==> src/hw/memCtrlPkg.sv <==
`default_nettype none

package memCtrlPkg;

    // bus widths
    localparam int AddrWidth = 32;
    localparam int WordWidth = 32;
    localparam int ByteWidth = 8;

    // a fetch always moves a full word
    localparam int WordBytes = WordWidth / ByteWidth;

    typedef logic [AddrWidth-1:0] addrT;
    typedef logic [WordWidth-1:0] wordT;
    typedef logic [ByteWidth-1:0] memByteT;

    // holds 0 to WordBytes inclusive
    typedef logic [$clog2(WordBytes+1)-1:0] byteCountT;

    // seqIssue walks the bytes, seqLast waits for the final read byte
    typedef enum logic [1:0] {
        seqIdle,
        seqIssue,
        seqLast
    } seqStateT;

endpackage

`default_nettype wire
==> src/hw/memCtrl.sv <==
`timescale 1ns/1ps
`default_nettype none

module memCtrl (
    input  wire                        clk,
    input  wire                        rst,
    input  wire                        i_rdy,
    input  wire                        i_ioBufferFull,
    input  wire memCtrlPkg::memByteT   i_memData,
    output wire                        o_memWrite,
    output wire memCtrlPkg::addrT      o_memAddr,
    output wire memCtrlPkg::memByteT   o_memData,
    input  wire                        i_fetchReq,
    input  wire memCtrlPkg::addrT      i_fetchAddr,
    output wire                        o_fetchDone,
    output wire memCtrlPkg::wordT      o_fetchInst,
    input  wire                        i_dataReq,
    input  wire                        i_dataStore,
    input  wire memCtrlPkg::byteCountT i_dataLen,
    input  wire memCtrlPkg::addrT      i_dataAddr,
    input  wire memCtrlPkg::wordT      i_dataWrite,
    output wire                        o_dataDone,
    output wire memCtrlPkg::wordT      o_dataRead
);
    import memCtrlPkg::*;

    wire            start;
    wire            ownerData;
    wire addrT      jobAddr;
    wire byteCountT jobLen;
    wire            jobStore;
    wire wordT      jobWrite;
    wire            idle;
    wire            advance;
    wire            capture;
    wire byteCountT captureIndex;
    wire            finish;

    requestArbiter arbiter_i (
        .clk         (clk),
        .rst         (rst),
        .i_fetchReq  (i_fetchReq),
        .i_fetchAddr (i_fetchAddr),
        .i_dataReq   (i_dataReq),
        .i_dataStore (i_dataStore),
        .i_dataLen   (i_dataLen),
        .i_dataAddr  (i_dataAddr),
        .i_dataWrite (i_dataWrite),
        .i_idle      (idle),
        .i_advance   (advance),
        .o_start     (start),
        .o_ownerData (ownerData),
        .o_jobAddr   (jobAddr),
        .o_jobLen    (jobLen),
        .o_jobStore  (jobStore),
        .o_jobWrite  (jobWrite)
    );

    byteSequencer sequencer_i (
        .clk            (clk),
        .rst            (rst),
        .i_rdy          (i_rdy),
        .i_ioBufferFull (i_ioBufferFull),
        .i_start        (start),
        .i_jobAddr      (jobAddr),
        .i_jobLen       (jobLen),
        .i_jobStore     (jobStore),
        .i_jobWrite     (jobWrite),
        .o_idle         (idle),
        .o_advance      (advance),
        .o_memWrite     (o_memWrite),
        .o_memAddr      (o_memAddr),
        .o_memData      (o_memData),
        .o_capture      (capture),
        .o_captureIndex (captureIndex),
        .o_finish       (finish)
    );

    resultAssembler assembler_i (
        .clk            (clk),
        .rst            (rst),
        .i_advance      (advance),
        .i_capture      (capture),
        .i_captureIndex (captureIndex),
        .i_finish       (finish),
        .i_ownerData    (ownerData),
        .i_jobLen       (jobLen),
        .i_memData      (i_memData),
        .o_fetchDone    (o_fetchDone),
        .o_fetchInst    (o_fetchInst),
        .o_dataDone     (o_dataDone),
        .o_dataRead     (o_dataRead)
    );

endmodule

`default_nettype wire

==> src/hw/resultAssembler.sv <==
`timescale 1ns/1ps
`default_nettype none

module resultAssembler (
    input  wire                        clk,
    input  wire                        rst,
    input  wire                        i_advance,
    input  wire                        i_capture,
    input  wire memCtrlPkg::byteCountT i_captureIndex,
    input  wire                        i_finish,
    input  wire                        i_ownerData,
    input  wire memCtrlPkg::byteCountT i_jobLen,
    input  wire memCtrlPkg::memByteT   i_memData,
    output logic                       o_fetchDone,
    output memCtrlPkg::wordT           o_fetchInst,
    output logic                       o_dataDone,
    output memCtrlPkg::wordT           o_dataRead
);
    import memCtrlPkg::*;

    wordT byteBuf;
    wordT merged;

    // buffer plus this cycle's byte, zero above the job length
    always_comb begin
        merged = '0;
        for (int k = 0; k < WordBytes; k++) begin
            if (byteCountT'(k) < i_jobLen) begin
                if (i_capture && (i_captureIndex == byteCountT'(k))) begin
                    merged[k*ByteWidth +: ByteWidth] = i_memData;
                end else begin
                    merged[k*ByteWidth +: ByteWidth] = byteBuf[k*ByteWidth +: ByteWidth];
                end
            end
        end
    end

    always_ff @(posedge clk) begin
        if (rst) begin
            byteBuf     <= '0;
            o_fetchDone <= 1'b0;
            o_dataDone  <= 1'b0;
            o_fetchInst <= '0;
            o_dataRead  <= '0;
        end else begin
            // done drops after one cycle even under a stall
            o_fetchDone <= i_advance && i_finish && !i_ownerData;
            o_dataDone  <= i_advance && i_finish && i_ownerData;
            if (i_advance) begin
                if (i_finish) begin
                    // empty again for the next job
                    byteBuf <= '0;
                    if (i_ownerData) begin
                        o_dataRead <= merged;
                    end else begin
                        o_fetchInst <= merged;
                    end
                end else if (i_capture) begin
                    byteBuf <= merged;
                end
            end
        end
    end

endmodule

`default_nettype wire

==> src/hw/byteSequencer.sv <==
`timescale 1ns/1ps
`default_nettype none

module byteSequencer (
    input  wire                        clk,
    input  wire                        rst,
    input  wire                        i_rdy,
    input  wire                        i_ioBufferFull,
    input  wire                        i_start,
    input  wire memCtrlPkg::addrT      i_jobAddr,
    input  wire memCtrlPkg::byteCountT i_jobLen,
    input  wire                        i_jobStore,
    input  wire memCtrlPkg::wordT      i_jobWrite,
    output logic                       o_idle,
    output logic                       o_advance,
    output logic                       o_memWrite,
    output memCtrlPkg::addrT           o_memAddr,
    output memCtrlPkg::memByteT        o_memData,
    output logic                       o_capture,
    output memCtrlPkg::byteCountT      o_captureIndex,
    output logic                       o_finish
);
    import memCtrlPkg::*;

    seqStateT  state;
    byteCountT idx;
    byteCountT capIdx;
    logic      capPend;
    logic      issuing;
    logic      lastByte;
    addrT      issueAddr;
    addrT      addrHeld;

    assign o_advance = i_rdy && !i_ioBufferFull;

    // still idle while start waits out a stall
    assign o_idle = (state == seqIdle) && !i_start;

    // byte 0 goes out in the start cycle itself
    assign issuing = (state == seqIssue) || ((state == seqIdle) && i_start);
    assign lastByte = idx == i_jobLen - byteCountT'(1);
    assign issueAddr = i_jobAddr + addrT'(idx);

    // during a stall the RAM sees the previous address, so its byte repeats
    assign o_memAddr = o_advance ? issueAddr : addrHeld;
    assign o_memWrite = issuing && i_jobStore && o_advance;
    assign o_memData = memByteT'(i_jobWrite >> (ByteWidth * idx));

    assign o_capture = capPend;
    assign o_captureIndex = capIdx;

    // stores end with their last write, loads one cycle later
    assign o_finish = (state == seqLast) || (issuing && lastByte && i_jobStore);

    always_ff @(posedge clk) begin
        if (rst) begin
            state   <= seqIdle;
            idx     <= '0;
            capPend <= 1'b0;
        end else if (o_advance) begin
            capPend <= issuing && !i_jobStore;
            if (issuing) begin
                if (lastByte) begin
                    state <= i_jobStore ? seqIdle : seqLast;
                    idx   <= '0;
                end else begin
                    state <= seqIssue;
                    idx   <= idx + byteCountT'(1);
                end
            end else begin
                state <= seqIdle;
            end
        end
    end

    // read byte returns one cycle after its address
    always_ff @(posedge clk) begin
        if (o_advance) begin
            addrHeld <= issueAddr;
            capIdx   <= idx;
        end
    end

endmodule

`default_nettype wire

==> src/hw/requestArbiter.sv <==
`timescale 1ns/1ps
`default_nettype none

module requestArbiter (
    input  wire                        clk,
    input  wire                        rst,
    input  wire                        i_fetchReq,
    input  wire memCtrlPkg::addrT      i_fetchAddr,
    input  wire                        i_dataReq,
    input  wire                        i_dataStore,
    input  wire memCtrlPkg::byteCountT i_dataLen,
    input  wire memCtrlPkg::addrT      i_dataAddr,
    input  wire memCtrlPkg::wordT      i_dataWrite,
    input  wire                        i_idle,
    input  wire                        i_advance,
    output logic                       o_start,
    output logic                       o_ownerData,
    output memCtrlPkg::addrT           o_jobAddr,
    output memCtrlPkg::byteCountT      o_jobLen,
    output logic                       o_jobStore,
    output memCtrlPkg::wordT           o_jobWrite
);
    import memCtrlPkg::*;

    logic busyLast;
    logic doneCycle;
    logic takeData;
    logic takeFetch;

    // first idle cycle after a job is its done cycle
    assign doneCycle = busyLast && i_idle;

    // the finished owner still holds its old request during done
    assign takeData = i_idle && i_advance && i_dataReq
                      && !(doneCycle && o_ownerData);
    assign takeFetch = i_idle && i_advance && i_fetchReq && !takeData
                       && !(doneCycle && !o_ownerData);

    always_ff @(posedge clk) begin
        if (rst) begin
            busyLast    <= 1'b0;
            o_start     <= 1'b0;
            o_ownerData <= 1'b0;
        end else begin
            busyLast <= !i_idle;
            // start stays up through a stall until the sequencer takes it
            if (i_advance) begin
                o_start <= takeData || takeFetch;
            end
            if (takeData) begin
                o_ownerData <= 1'b1;
            end else if (takeFetch) begin
                o_ownerData <= 1'b0;
            end
        end
    end

    // job fields stay put until the next accept
    always_ff @(posedge clk) begin
        if (takeData) begin
            o_jobAddr  <= i_dataAddr;
            o_jobLen   <= i_dataLen;
            o_jobStore <= i_dataStore;
            o_jobWrite <= i_dataWrite;
        end else if (takeFetch) begin
            o_jobAddr  <= i_fetchAddr;
            o_jobLen   <= byteCountT'(WordBytes);
            o_jobStore <= 1'b0;
        end
    end

endmodule

`default_nettype wire

==> config.mk <==
export PLATFORM = sky130hd
export DESIGN_NAME = memCtrl
export DESIGN_NICKNAME = d
export VERILOG_FILES = /design/src/hw/memCtrlPkg.sv /design/src/hw/memCtrl.sv /design/src/hw/resultAssembler.sv /design/src/hw/byteSequencer.sv /design/src/hw/requestArbiter.sv
export SDC_FILE = /design/constraint.sdc
export NUM_CORES = 1
export LEC_CHECK = 0
export BUFFER_PORTS_ARGS = -buffer_cell sky130_fd_sc_hd__buf_2
export CAP_MARGIN = 5
export CORE_AREA = 2 2 152 184
export CTS_BUF_LIST = sky130_fd_sc_hd__clkbuf_16
export DETAILED_ROUTE_END_ITERATION = 7
export DIE_AREA = 0 0 154 186
export PLACE_DENSITY = 0.65
export SLEW_MARGIN = 15
export SYNTH_ARGS = -nofsm -noshare
export SYNTH_HDL_FRONTEND = slang
export SYNTH_SLANG_ARGS = --single-unit
==> constraint.sdc <==
create_clock -name clk -period 9.1 [get_ports clk]
set_input_delay 0.91 -clock clk [delete_from_list [all_inputs] [get_ports clk]]
set_output_delay 0.91 -clock clk [all_outputs]
set_load 0.005 [all_outputs]
==> load_flow_metrics.sql, run 1 <==
INSERT INTO impl_metrics (metric_group, metric, value, unit) VALUES
('logic_synthesis', 'synth.avg_cell_area', '10.5', 'sq um'),
('timing', 'rsz_0062_raised_after_global_routing', 'false', ''),
('timing', 'totalNegativeSetupSlack', '0', 'ns'),
('logic_synthesis', 'yosysWarningCount', '0', ''),
('detailed_routing', 'wl', '22.6', 'mm'),
('detailed_routing', 'vias_per_cell', '4.81', ''),
('detailed_routing', 'drtAntennaViolNets', '0', ''),
('detailed_routing', 'dr.first_iter.drc_count', '348', ''),
('global_route', 'number_of_antenna_violations_at_the_first_check_in_global_routing', '3', ''),
('place', 'global_placement_routability_congestion', '0.795', ''),
('pwr', 'powerDensity', '182', 'nW/um^2'),
('detailed_routing', 'drt_pass1_iterations', '4', ''),
('hold_path', 'timing.hold.worst.class', 'reg2reg', ''),
('job', 'max_cap_viol_count', '0', ''),
('detailed_routing', 'drc', '0', ''),
('clocking', 'hold_buffers', '0', ''),
('pwr', 'share_seq_of_total_power', '0.494', ''),
('setup_path', 'kind_of_start_point_of_the_critical_path', 'register', ''),
('clocking', 'post_cts_buffers', '0', ''),
('die', 'floorplan.die.height', '186', 'um'),
('pwr', 'power', '2.07', 'mW'),
('pwr', 'worst_ir_drop_vdd', '109', 'uV'),
('global_route', 'grt_util_all_layers', '0.154', ''),
('timing', 'worst_hold_slack', '0.448', 'ns'),
('timing', 'finalWorstPathRequiredPeriod', '4.56', 'ns'),
('finish', 'fillers', '2614', ''),
('place', 'io_buffers', '220', ''),
('logic_synthesis', 'edff_count_synth', '71', ''),
('clocking', 'cts_tree', 'done', ''),
('timing', 'relSlewSlack', '0.395', ''),
('logic_synthesis', 'synthesis.instances', '883', ''),
('die', 'die_area', '28600', 'sq um'),
('die', 'area_of_the_core', '26800', 'sq um'),
('global_route', 'grt_start_max_net_pins', '88', ''),
('clocking', 'cts.reportedPaths.clkPinSlew', '0.06', 'ns'),
('logic_synthesis', 'mappedNetlistArea', '9260', 'sq um'),
('clocking', 'max-clock-path-buffers', '3', ''),
('setup_path', 'worst-endpoint-required', '8.19', 'ns'),
('timing', 'finalCritPeriodShare', '0.501', ''),
('setup_path', 'worst-setup-path-type', 'reg2out', ''),
('die', 'placement_rows', '66', ''),
('die', 'floorplan.initialDensity', '0.345', ''),
('global_route', 'grt_pass1_vias', '6732', ''),
('clocking', 'clk_latency', '0.52', 'ns'),
('logic_synthesis', 'synthArstFlopShare', '0', ''),
('finish', 'area_delta_synth_final', '22.7', '%'),
('pwr', 'switching_power', '0.473', 'mW'),
('setup_path', 'worst-path-max-fanout', '13', ''),
('setup_path', 'crit_arrival', '3.65', 'ns'),
('logic_synthesis', 'netlist.top_cell.by_area', 'dfxtp_1', ''),
('timing', 'tightestPinTransition', '0.907', 'ns'),
('clocking', 'cts-resized-gates', '0', ''),
('die', 'top_level_ports', '221', ''),
('logic_synthesis', 'syn_nets', '1004', ''),
('clocking', 'cts.sink_count', '210', ''),
('hold_path', 'hold_path.startpoint', 'sequencer_i.addrHeld[19]$_DFF_P_', ''),
('timing', 'hold_violations', '0', ''),
('timing', 'report.final.slew_viol_count', '0', ''),
('logic_synthesis', 'synth_cell_types', '55', ''),
('status', 'outcome', 'finished clean', ''),
('finish', 'final_layout_size_suffix_gt1_frac', '0.316', ''),
('global_route', 'grt_remaining_overflow', '0', ''),
('detailed_routing', 'routed-via-count', '6967', ''),
('die', 'die_width', '154', 'um'),
('clocking', 'cts_made_buffers', '23', ''),
('logic_synthesis', 'synth_sequential_area_ratio', '0.531', ''),
('clocking', 'htree_num_levels', '1', ''),
('detailed_routing', 'wire_per_inst', '15.6', 'um'),
('pwr', 'combinationalPowerShare', '0.066', ''),
('place', 'dpl.hpwl', '15.9', 'mm'),
('finish', 'nets', '1212', '');
## cell families after synthesis
logic type | after synthesis | share of synthesized area
compound gates | 122 | 0.0859
fa+ha+maj | 7 | 0.0103
buf+inv | 48 | 0.0247
simple gates | 391 | 0.205
xor+xnor | 31 | 0.0324
mux | 74 | 0.111
flops | 210 | 0.531
## per-stage QoR
| stage | instances | cell area (sq um) | setup WS, ns |
|---|---|---|---|
| after detailed placement | 1406 | 10600 | 5.03 |
| after global placement | 1406 | 10600 | 5.08 |
| after floorplan | 883 | 9260 | 4.44 |
| after global routing | 1447 | 11400 | 4.19 |
| final | 1448 | 11400 | 4.54 |
| after CTS | 1446 | 11400 | 4.44 |
## cells in the mapped netlist, types with 6 or more instances
cell type and n:
o21ai_0 27, nand4_1 14, nor2_1 23, nor3_1 6, a21oi_1 43, mux2_2 36, a22o_1 32, ha_1 6
xnor2_1 6, xor2_1 22, edfxtp_1 71, clkbuf_1 26, mux2_4 29, nand2_1 211, nand3_1 19, mux4_2 8
buf_2 6, nor2b_1 75, and3_1 9, nand2b_1 6, dfxtp_1 139
## routing by layer
metal,GRT usage,up-vias,share of wire
li1,-,3484,-
met1,0.176,3259,0.41
met2,0.279,187,0.50
met3,0.0421,35,0.070
met4,0.0445,2,0.022
met5,0,-,0.00058
## final timing paths
check                                                         to  slack, ns  cells after the start
worst max-delay path                               o_memAddr[22]       4.54                      8
worst min-delay path            sequencer_i.addrHeld[19]$_DFF_P_       0.45                      2
worst max register to register  sequencer_i.addrHeld[22]$_DFF_P_       6.02                      7
worst min register to register  sequencer_i.addrHeld[19]$_DFF_P_       0.45                      2
## critical path, stage by stage, from the launching register on
cell and delay (ns):
dfxtp_1 0.86, ha_1 0.33, fa_1 0.26, a21oi_1 0.14, nor4_2 0.74, nand4_1 0.20
xor2_1 0.17, o21ai_0 0.25, buf_2 0.17
## power by group through the flow
stage	sequential [mW]	clock (mW)	combinational [mW]
floorplan	1.04	0	0.0733
detailed placement	1.04	0	0.139
global route	1.02	0.976	0.155
CTS	1.02	0.936	0.139
finish	1.02	0.910	0.136
global placement	1.04	0	0.137
## area by class of cell
type	instances	area, sq um	area share
sequential	210	4910	0.433
multi-input combinational	625	4130	0.363
clock inverter	16	126	0.0111
timing repair buffer	226	1150	0.101
inverter	5	18.8	0.00165
tap	340	425	0.0374
clock buffer	24	601	0.0529
antenna	2	5.00	0.000440
## flip-flops by register name, summed over array words and instances, names as in the netlist
register,flops
assembler_i.byteBuf,32
assembler_i.o_fetchDone,1
arbiter_i.busyLast,1
arbiter_i.o_ownerData,1
sequencer_i.addrHeld,32
arbiter_i.o_jobStore,1
sequencer_i.o_capture,1
arbiter_i.o_start,1
sequencer_i.o_captureIndex,3
assembler_i.o_dataDone,1
assembler_i.o_dataRead,32
assembler_i.o_fetchInst,32
sequencer_i.idx,3
sequencer_i.state,2
arbiter_i.o_jobLen,3
arbiter_i.o_jobAddr,32
arbiter_i.o_jobWrite,32
(Power assumes the default switching activity.)
==> inputs of run 2 (changes only) <==
--- a/config.mk
+++ b/config.mk
@@ -11,7 +11,7 @@
 export CTS_BUF_LIST = sky130_fd_sc_hd__clkbuf_16
 export DETAILED_ROUTE_END_ITERATION = 7
 export DIE_AREA = 0 0 154 186
-export PLACE_DENSITY = 0.65
+export PLACE_DENSITY = 0.68
 export SLEW_MARGIN = 15
 export SYNTH_ARGS = -nofsm -noshare
 export SYNTH_HDL_FRONTEND = slang
==> constraint.sdc (replaced) <==
create_clock -name clk -period 3.9 [get_ports clk]
set_input_delay 0.39 -clock clk [delete_from_list [all_inputs] [get_ports clk]]
set_output_delay 0.39 -clock clk [all_outputs]
set_load 0.005 [all_outputs]
==> run 2 against run 1 <==
Against the previous run:
- total power grew 140%
- setup slack got worse by 4.0 ns
- count of clock-buffer cells in the layout down 1
- non-clock buffer count increased by 5
- critical path type unchanged
- global-route usage rose by 0.22 points
- sequential power increased by 130%
- utilization is 0.30 points higher
- cell count up 0.48%
- worst hold slack got worse by 0.39 ns
==> load_flow_metrics.sql, run 2 (synthesis results as in run 1) <==
INSERT INTO impl_metrics (metric_group, metric, value, unit) VALUES
('place', 'dpl.hpwl', '16.0', 'mm'),
('place', 'placement.setup.worst_slack', '1.08', 'ns'),
('clocking', 'cts.reportedPaths.clkPinSlew', '0.06', 'ns'),
('timing', 'max_clock_freq', '299', 'MHz'),
('timing', 'finalWorstPathRequiredPeriod', '3.34', 'ns'),
('finish', 'most-common-layout-cells', 'buf_2, nand2_1, dfxtp_1', ''),
('setup_path', 'worst-path-max-fanout', '7', ''),
('timing', 'final-setup-viol-count', '0', ''),
('timing', 'report.final.slew_viol_count', '0', ''),
('timing', 'rsz_0062_raised_after_global_routing', 'false', ''),
('global_route', 'grt_pass1_vias', '6781', ''),
('detailed_routing', 'wl', '22.9', 'mm'),
('clocking', 'cts-resized-gates', '0', ''),
('timing', 'worst_hold_slack', '0.0599', 'ns'),
('die', 'die_area', '28600', 'sq um'),
('die', 'floorplan.initialDensity', '0.345', ''),
('timing', 'worst_case_clock_skew', '0.00800', 'ns'),
('clocking', 'max-clock-path-buffers', '3', ''),
('global_route', 'grt_remaining_overflow', '0', ''),
('detailed_routing', 'vias_per_cell', '4.81', ''),
('pwr', 'power', '4.91', 'mW'),
('global_route', 'number_of_antenna_violations_at_the_first_check_in_global_routing', '4', ''),
('pwr', 'worst_ir_drop_vdd', '236', 'uV'),
('setup_path', 'kind_of_start_point_of_the_critical_path', 'register', ''),
('detailed_routing', 'drt_pass1_iterations', '6', ''),
('finish', 'nets', '1217', ''),
('die', 'top_level_ports', '221', ''),
('timing', 'hold_violations', '0', ''),
('detailed_routing', 'dr.first_iter.drc_count', '306', ''),
('place', 'global_placement_routability_congestion', '0.739', ''),
('global_route', 'grt_start_max_net_pins', '64', ''),
('clocking', 'cts_tree', 'done', ''),
('setup_path', 'endpoint_kind', 'output pin', ''),
('finish', 'final_common_cell', 'buf_2', ''),
('global_route', 'globalRouteMet2Util', '0.281', ''),
('status', 'outcome', 'finished clean', ''),
('clocking', 'htree_num_levels', '1', ''),
('detailed_routing', 'drc', '0', ''),
('setup_path', 'cp_slowest_cell', 'nor4_2', ''),
('global_route', 'grt.met1_usage', '0.182', ''),
('setup_path', 'worst-endpoint-required', '3.51', 'ns'),
('detailed_routing', 'drtAntennaViolNets', '0', ''),
('clocking', 'post_cts_buffers', '0', ''),
('clocking', 'clk_latency', '0.50', 'ns'),
('setup_path', 'worstPathCellList', 'ha_1, fa_1, a21oi_1, nor4_2, nand3_1, xor2_1, o21ai_0, buf_2', ''),
('hold_path', 'timing.hold.worst.class', 'in2reg', ''),
('setup_path', 'worst-setup-path-type', 'reg2out', ''),
('setup_path', 'crit_path_max_incr_delay', '0.78', 'ns'),
('detailed_routing', 'routed-via-count', '7004', ''),
('die', 'die_width', '154', 'um'),
('finish', 'final_layout_size_suffix_gt1_frac', '0.319', ''),
('clocking', 'ctsRootBufferMaster', 'clkbuf_16', ''),
('die', 'floorplan.die.height', '186', 'um'),
('job', 'max_cap_viol_count', '0', ''),
('pwr', 'powerDensity', '429', 'nW/um^2'),
('timing', 'totalNegativeSetupSlack', '0', 'ns'),
('clocking', 'hold_buffers', '0', ''),
('timing', 'worst_slack', '0.557', 'ns'),
('timing', 'finalCritPeriodShare', '0.857', ''),
('die', 'placement_rows', '66', ''),
('detailed_routing', 'wire_per_inst', '15.8', 'um'),
('finish', 'fillers', '2573', ''),
('global_route', 'grt-busiest-layer', 'met2', ''),
('global_route', 'global_route_wire_length_before_repair', '35.7', 'mm'),
('global_route', 'gr-usage-met3', '0.0354', ''),
('global_route', 'grt_util_all_layers', '0.156', ''),
('clocking', 'cts.sink_count', '210', ''),
('setup_path', 'crit_arrival', '2.95', 'ns'),
('clocking', 'cts_made_buffers', '23', ''),
('timing', 'tightestPinTransition', '0.841', 'ns'),
('finish', 'area_delta_synth_final', '23.6', '%'),
('place', 'io_buffers', '220', ''),
('timing', 'relSlewSlack', '0.435', ''),
('pwr', 'static-leakage-power', '4.83', 'nW'),
('die', 'area_of_the_core', '26800', 'sq um');
## run 2: per-stage QoR
step | cell area [sq um] | util | cells
final | 11400 | 0.426 | 1455
after global routing | 11400 | 0.426 | 1454
after CTS | 11400 | 0.426 | 1452
after detailed placement | 10700 | 0.398 | 1411
after global placement | 10700 | 0.398 | 1411
after floorplan | 9270 | - | 883
## run 2: worst paths after layout
path                                  startpoint                                     end  slack [ns]  cells past startpoint
min reg2reg     sequencer_i.addrHeld[19]$_DFF_P_        sequencer_i.addrHeld[19]$_DFF_P_        0.45                      2
min                              i_dataWrite[29]      arbiter_i.o_jobWrite[29]$_DFFE_PN_        0.06                      1
max              sequencer_i.idx[0]$_SDFFE_PP0P_                           o_memAddr[20]        0.56                      8
max reg2reg  arbiter_i.o_jobLen[0]$_SDFFCE_PP0P_  assembler_i.o_dataRead[1]$_SDFFE_PP0P_        1.25                      7
## run 2: critical path: cells and delay by family, from the launching register on
| family | cells | cell delay, ns |
|---|---|---|
| adder cells (fa/ha/maj) | 2 | 0.43 |
| AO/OA/AOI/OAI | 2 | 0.37 |
| flip-flops | 1 | 0.34 |
| AND/OR/NAND/NOR | 2 | 0.96 |
| buffers and inverters | 1 | 0.17 |
| XOR/XNOR | 1 | 0.18 |
## run 2: power by group
part	internal, mW	switching [mW]	total [mW]
Clock	1.33	0.872	2.21
Combinational	0.134	0.191	0.325
Sequential	2.34	0.0352	2.38
## run 2: layout make-up
cell class	count	area, sq um	share of cell area
clock inverters	18	186	0.0163
multi-input cells	625	4130	0.361
repair buffers	231	1180	0.103
inverters	5	18.8	0.00164
flip-flops and latches	210	4910	0.429
well taps	340	425	0.0372
clock buffers	23	576	0.0503
diodes	3	7.51	0.000656
## run 2: per-layer routing
metal / share of wire / up-vias
met4: 0.025 / 0
met1: 0.41 / 3258
met3: 0.063 / 40
met2: 0.50 / 219
li1: - / 3487
met5: 0 / -
==> inputs of run 3 (changes only) <==
--- a/config.mk
+++ b/config.mk
@@ -11,7 +11,7 @@
 export CTS_BUF_LIST = sky130_fd_sc_hd__clkbuf_16
 export DETAILED_ROUTE_END_ITERATION = 7
 export DIE_AREA = 0 0 154 186
-export PLACE_DENSITY = 0.68
+export PLACE_DENSITY = 0.65
 export SLEW_MARGIN = 15
 export SYNTH_ARGS = -nofsm -noshare
 export SYNTH_HDL_FRONTEND = slang
==> constraint.sdc (replaced) <==
create_clock -name clk -period 3.6 [get_ports clk]
set_input_delay 0.36 -clock clk [delete_from_list [all_inputs] [get_ports clk]]
set_output_delay 0.36 -clock clk [all_outputs]
set_load 0.005 [all_outputs]
==> run 3 against run 2 <==
Against the previous run:
- the run now ends with design-rule violations left
- first-iteration DRC count shrank 6.9%
- sequential share of layout area grew 0.25 points
- total power grew 3.8%
- sequential power grew 8%
- highest routed layer is now met5
- non-clock buffer count is the same
- critical path type unchanged
- register-to-register slack lost 0.28 ns
- setup slack lost 0.17 ns
==> load_flow_metrics.sql, run 3 (synthesis results as in run 1) <==
INSERT INTO impl_metrics (metric_group, metric, value, unit) VALUES
('status', 'failing_checks', 'design-rule violations', ''),
('timing', 'relSlewSlack', '0.470', ''),
('detailed_routing', 'routed-via-count', '6953', ''),
('place', 'global_placement_routability_congestion', '0.774', ''),
('die', 'floorplan.die.height', '186', 'um'),
('pwr', 'power_switching_share', '0.230', ''),
('setup_path', 'r2r_slack', '0.97', 'ns'),
('detailed_routing', 'vias_per_cell', '4.79', ''),
('pwr', 'static-leakage-power', '4.81', 'nW'),
('die', 'floorplan.initialDensity', '0.345', ''),
('global_route', 'grt_pass1_vias', '6687', ''),
('global_route', 'grt_util_all_layers', '0.154', ''),
('finish', 'most-common-layout-cells', 'buf_2, nand2_1, dfxtp_1', ''),
('finish', 'antenna_diode_count', '0', ''),
('hold_path', 'timing.hold.worst.class', 'in2reg', ''),
('clocking', 'max-clock-path-buffers', '3', ''),
('die', 'top_level_ports', '221', ''),
('setup_path', 'crit_arrival', '2.85', 'ns'),
('job', 'max_cap_viol_count', '0', ''),
('detailed_routing', 'drtAntennaViolNets', '0', ''),
('setup_path', 'worst-setup-path-type', 'reg2out', ''),
('clocking', 'ctsRootBufferMaster', 'clkbuf_16', ''),
('setup_path', 'crit_end', 'o_memAddr[28]', ''),
('pwr', 'switching_power', '1.17', 'mW'),
('clocking', 'cts.reportedPaths.clkPinSlew', '0.06', 'ns'),
('pwr', 'cell_internal_pwr', '3.93', 'mW'),
('die', 'die_width', '154', 'um'),
('detailed_routing', 'drt_pass1_iterations', '6', ''),
('clocking', 'clk_latency', '0.51', 'ns'),
('detailed_routing', 'drc', '1', ''),
('die', 'die_area', '28600', 'sq um'),
('timing', 'final-setup-viol-count', '0', ''),
('pwr', 'share_seq_of_total_power', '0.505', ''),
('finish', 'area_delta_synth_final', '22.8', '%'),
('global_route', 'grt_start_max_net_pins', '75', ''),
('global_route', 'global_route_wire_length_before_repair', '35.4', 'mm'),
('clocking', 'cts_tree', 'done', ''),
('setup_path', 'endpoint_kind', 'output pin', ''),
('timing', 'report.final.slew_viol_count', '0', ''),
('setup_path', 'reg2reg_to', 'assembler_i.o_dataRead[1]$_SDFFE_PP0P_', ''),
('setup_path', 'worst-path-max-fanout', '7', ''),
('setup_path', 'worst-endpoint-required', '3.24', 'ns'),
('timing', 'max_clock_freq', '311', 'MHz'),
('die', 'area_of_the_core', '26800', 'sq um'),
('pwr', 'powerDensity', '448', 'nW/um^2'),
('pwr', 'pwr-share-clk', '0.425', ''),
('pwr', 'combinationalPowerShare', '0.070', ''),
('timing', 'tightestPinTransition', '0.795', 'ns'),
('clocking', 'cts_made_buffers', '22', ''),
('finish', 'final_layout_size_suffix_gt1_frac', '0.318', ''),
('finish', 'layout.cells.non_filler', '1451', ''),
('timing', 'worst_case_clock_skew', '0.00832', 'ns'),
('clocking', 'cts.sink_count', '210', ''),
('timing', 'rsz_0062_raised_after_global_routing', 'false', ''),
('place', 'dp_cells', '1411', ''),
('clocking', 'post_cts_buffers', '0', ''),
('detailed_routing', 'wire_per_inst', '15.6', 'um'),
('clocking', 'hold_buffers', '0', ''),
('setup_path', 'ff_to_ff_path_depth', '7', ''),
('timing', 'finalCritPeriodShare', '0.892', ''),
('setup_path', 'worst_setup_path_startpoint', 'sequencer_i.idx[0]$_SDFFE_PP0P_', ''),
('timing', 'hold_violations', '0', ''),
('timing', 'totalNegativeSetupSlack', '0', 'ns'),
('setup_path', 'regToRegStartpoint', 'arbiter_i.o_jobLen[0]$_SDFFCE_PP0P_', ''),
('place', 'io_buffers', '220', ''),
('detailed_routing', 'wl', '22.7', 'mm'),
('setup_path', 'kind_of_start_point_of_the_critical_path', 'register', ''),
('finish', 'nets', '1216', ''),
('global_route', 'number_of_antenna_violations_at_the_first_check_in_global_routing', '3', ''),
('global_route', 'grt_remaining_overflow', '0', ''),
('die', 'placement_rows', '66', ''),
('detailed_routing', 'dr.first_iter.drc_count', '285', ''),
('timing', 'finalWorstPathRequiredPeriod', '3.21', 'ns'),
('clocking', 'htree_num_levels', '1', ''),
('finish', 'final_common_cell', 'buf_2', ''),
('place', 'dpl.hpwl', '15.9', 'mm'),
('status', 'outcome', 'finished, violations left', ''),
('pwr', 'worst_ir_drop_vdd', '270', 'uV'),
('clocking', 'cts-resized-gates', '0', '');
-- run 3: routing by layer --
layer	up-vias	GRT usage	share of wire
met5	-	0	0.00097
met4	4	0.0460	0.021
met3	36	0.0382	0.069
met2	200	0.274	0.50
met1	3227	0.184	0.41
li1	3486	-	-
-- run 3: worst min path at each step --
stage / cells past startpoint / to / slack [ns] / from
2_1_floorplan: 2 / sequencer_i.addrHeld[0]$_DFF_P_ / 0.44 / sequencer_i.addrHeld[0]$_DFF_P_
5_1_grt: 1 / arbiter_i.o_jobWrite[12]$_DFFE_PN_ / 0.004 / i_dataWrite[12]
3_5_place_dp: 2 / sequencer_i.addrHeld[1]$_DFF_P_ / 0.43 / sequencer_i.addrHeld[1]$_DFF_P_
3_3_place_gp: 2 / sequencer_i.addrHeld[1]$_DFF_P_ / 0.42 / sequencer_i.addrHeld[1]$_DFF_P_
4_1_cts: 1 / arbiter_i.o_jobWrite[24]$_DFFE_PN_ / 0.006 / i_dataWrite[24]
6_report: 1 / arbiter_i.o_jobWrite[20]$_DFFE_PN_ / 0.03 / i_dataWrite[20]
-- run 3: layout make-up --
class | count | area, sq um
clock buffer | 25 | 626
inverter | 5 | 18.8
multi-input combinational | 625 | 4130
sequential | 210 | 4910
fill | 2591 | 15500
clock inverter | 15 | 65.1
tap | 340 | 425
timing repair buffer | 231 | 1200
-- run 3: power by group through the flow --
stage	combinational (mW)	sequential (mW)	clock, mW
after floorplan	0.186	2.62	0
after global placement	0.353	2.62	0
after detailed placement	0.360	2.63	0
after CTS	0.361	2.58	2.25
after global routing	0.403	2.58	2.34
final	0.354	2.58	2.17
-- run 3: per-stage QoR --
stage	power (mW)	util	cell area, sq um	hold WS [ns]	setup WS [ns]
floorplan	2.80	-	9270	0.439	0.790
global placement	2.98	0.398	10700	0.424	0.884
detailed placement	2.99	0.398	10700	0.430	0.867
CTS	5.18	0.424	11400	0.00550	0.291
global route	5.33	0.424	11400	0.00434	0.0615
finish	5.10	0.424	11400	0.0289	0.389
-- run 3: critical path, cell delays in order (launching register included) --
cell and delay, ns:
dfxtp_1 0.33, ha_1 0.19, fa_1 0.24, a21oi_1 0.14
nor4_2 0.71, nand4_1 0.19, xor2_1 0.17, o21ai_0 0.21
buf_2 0.16
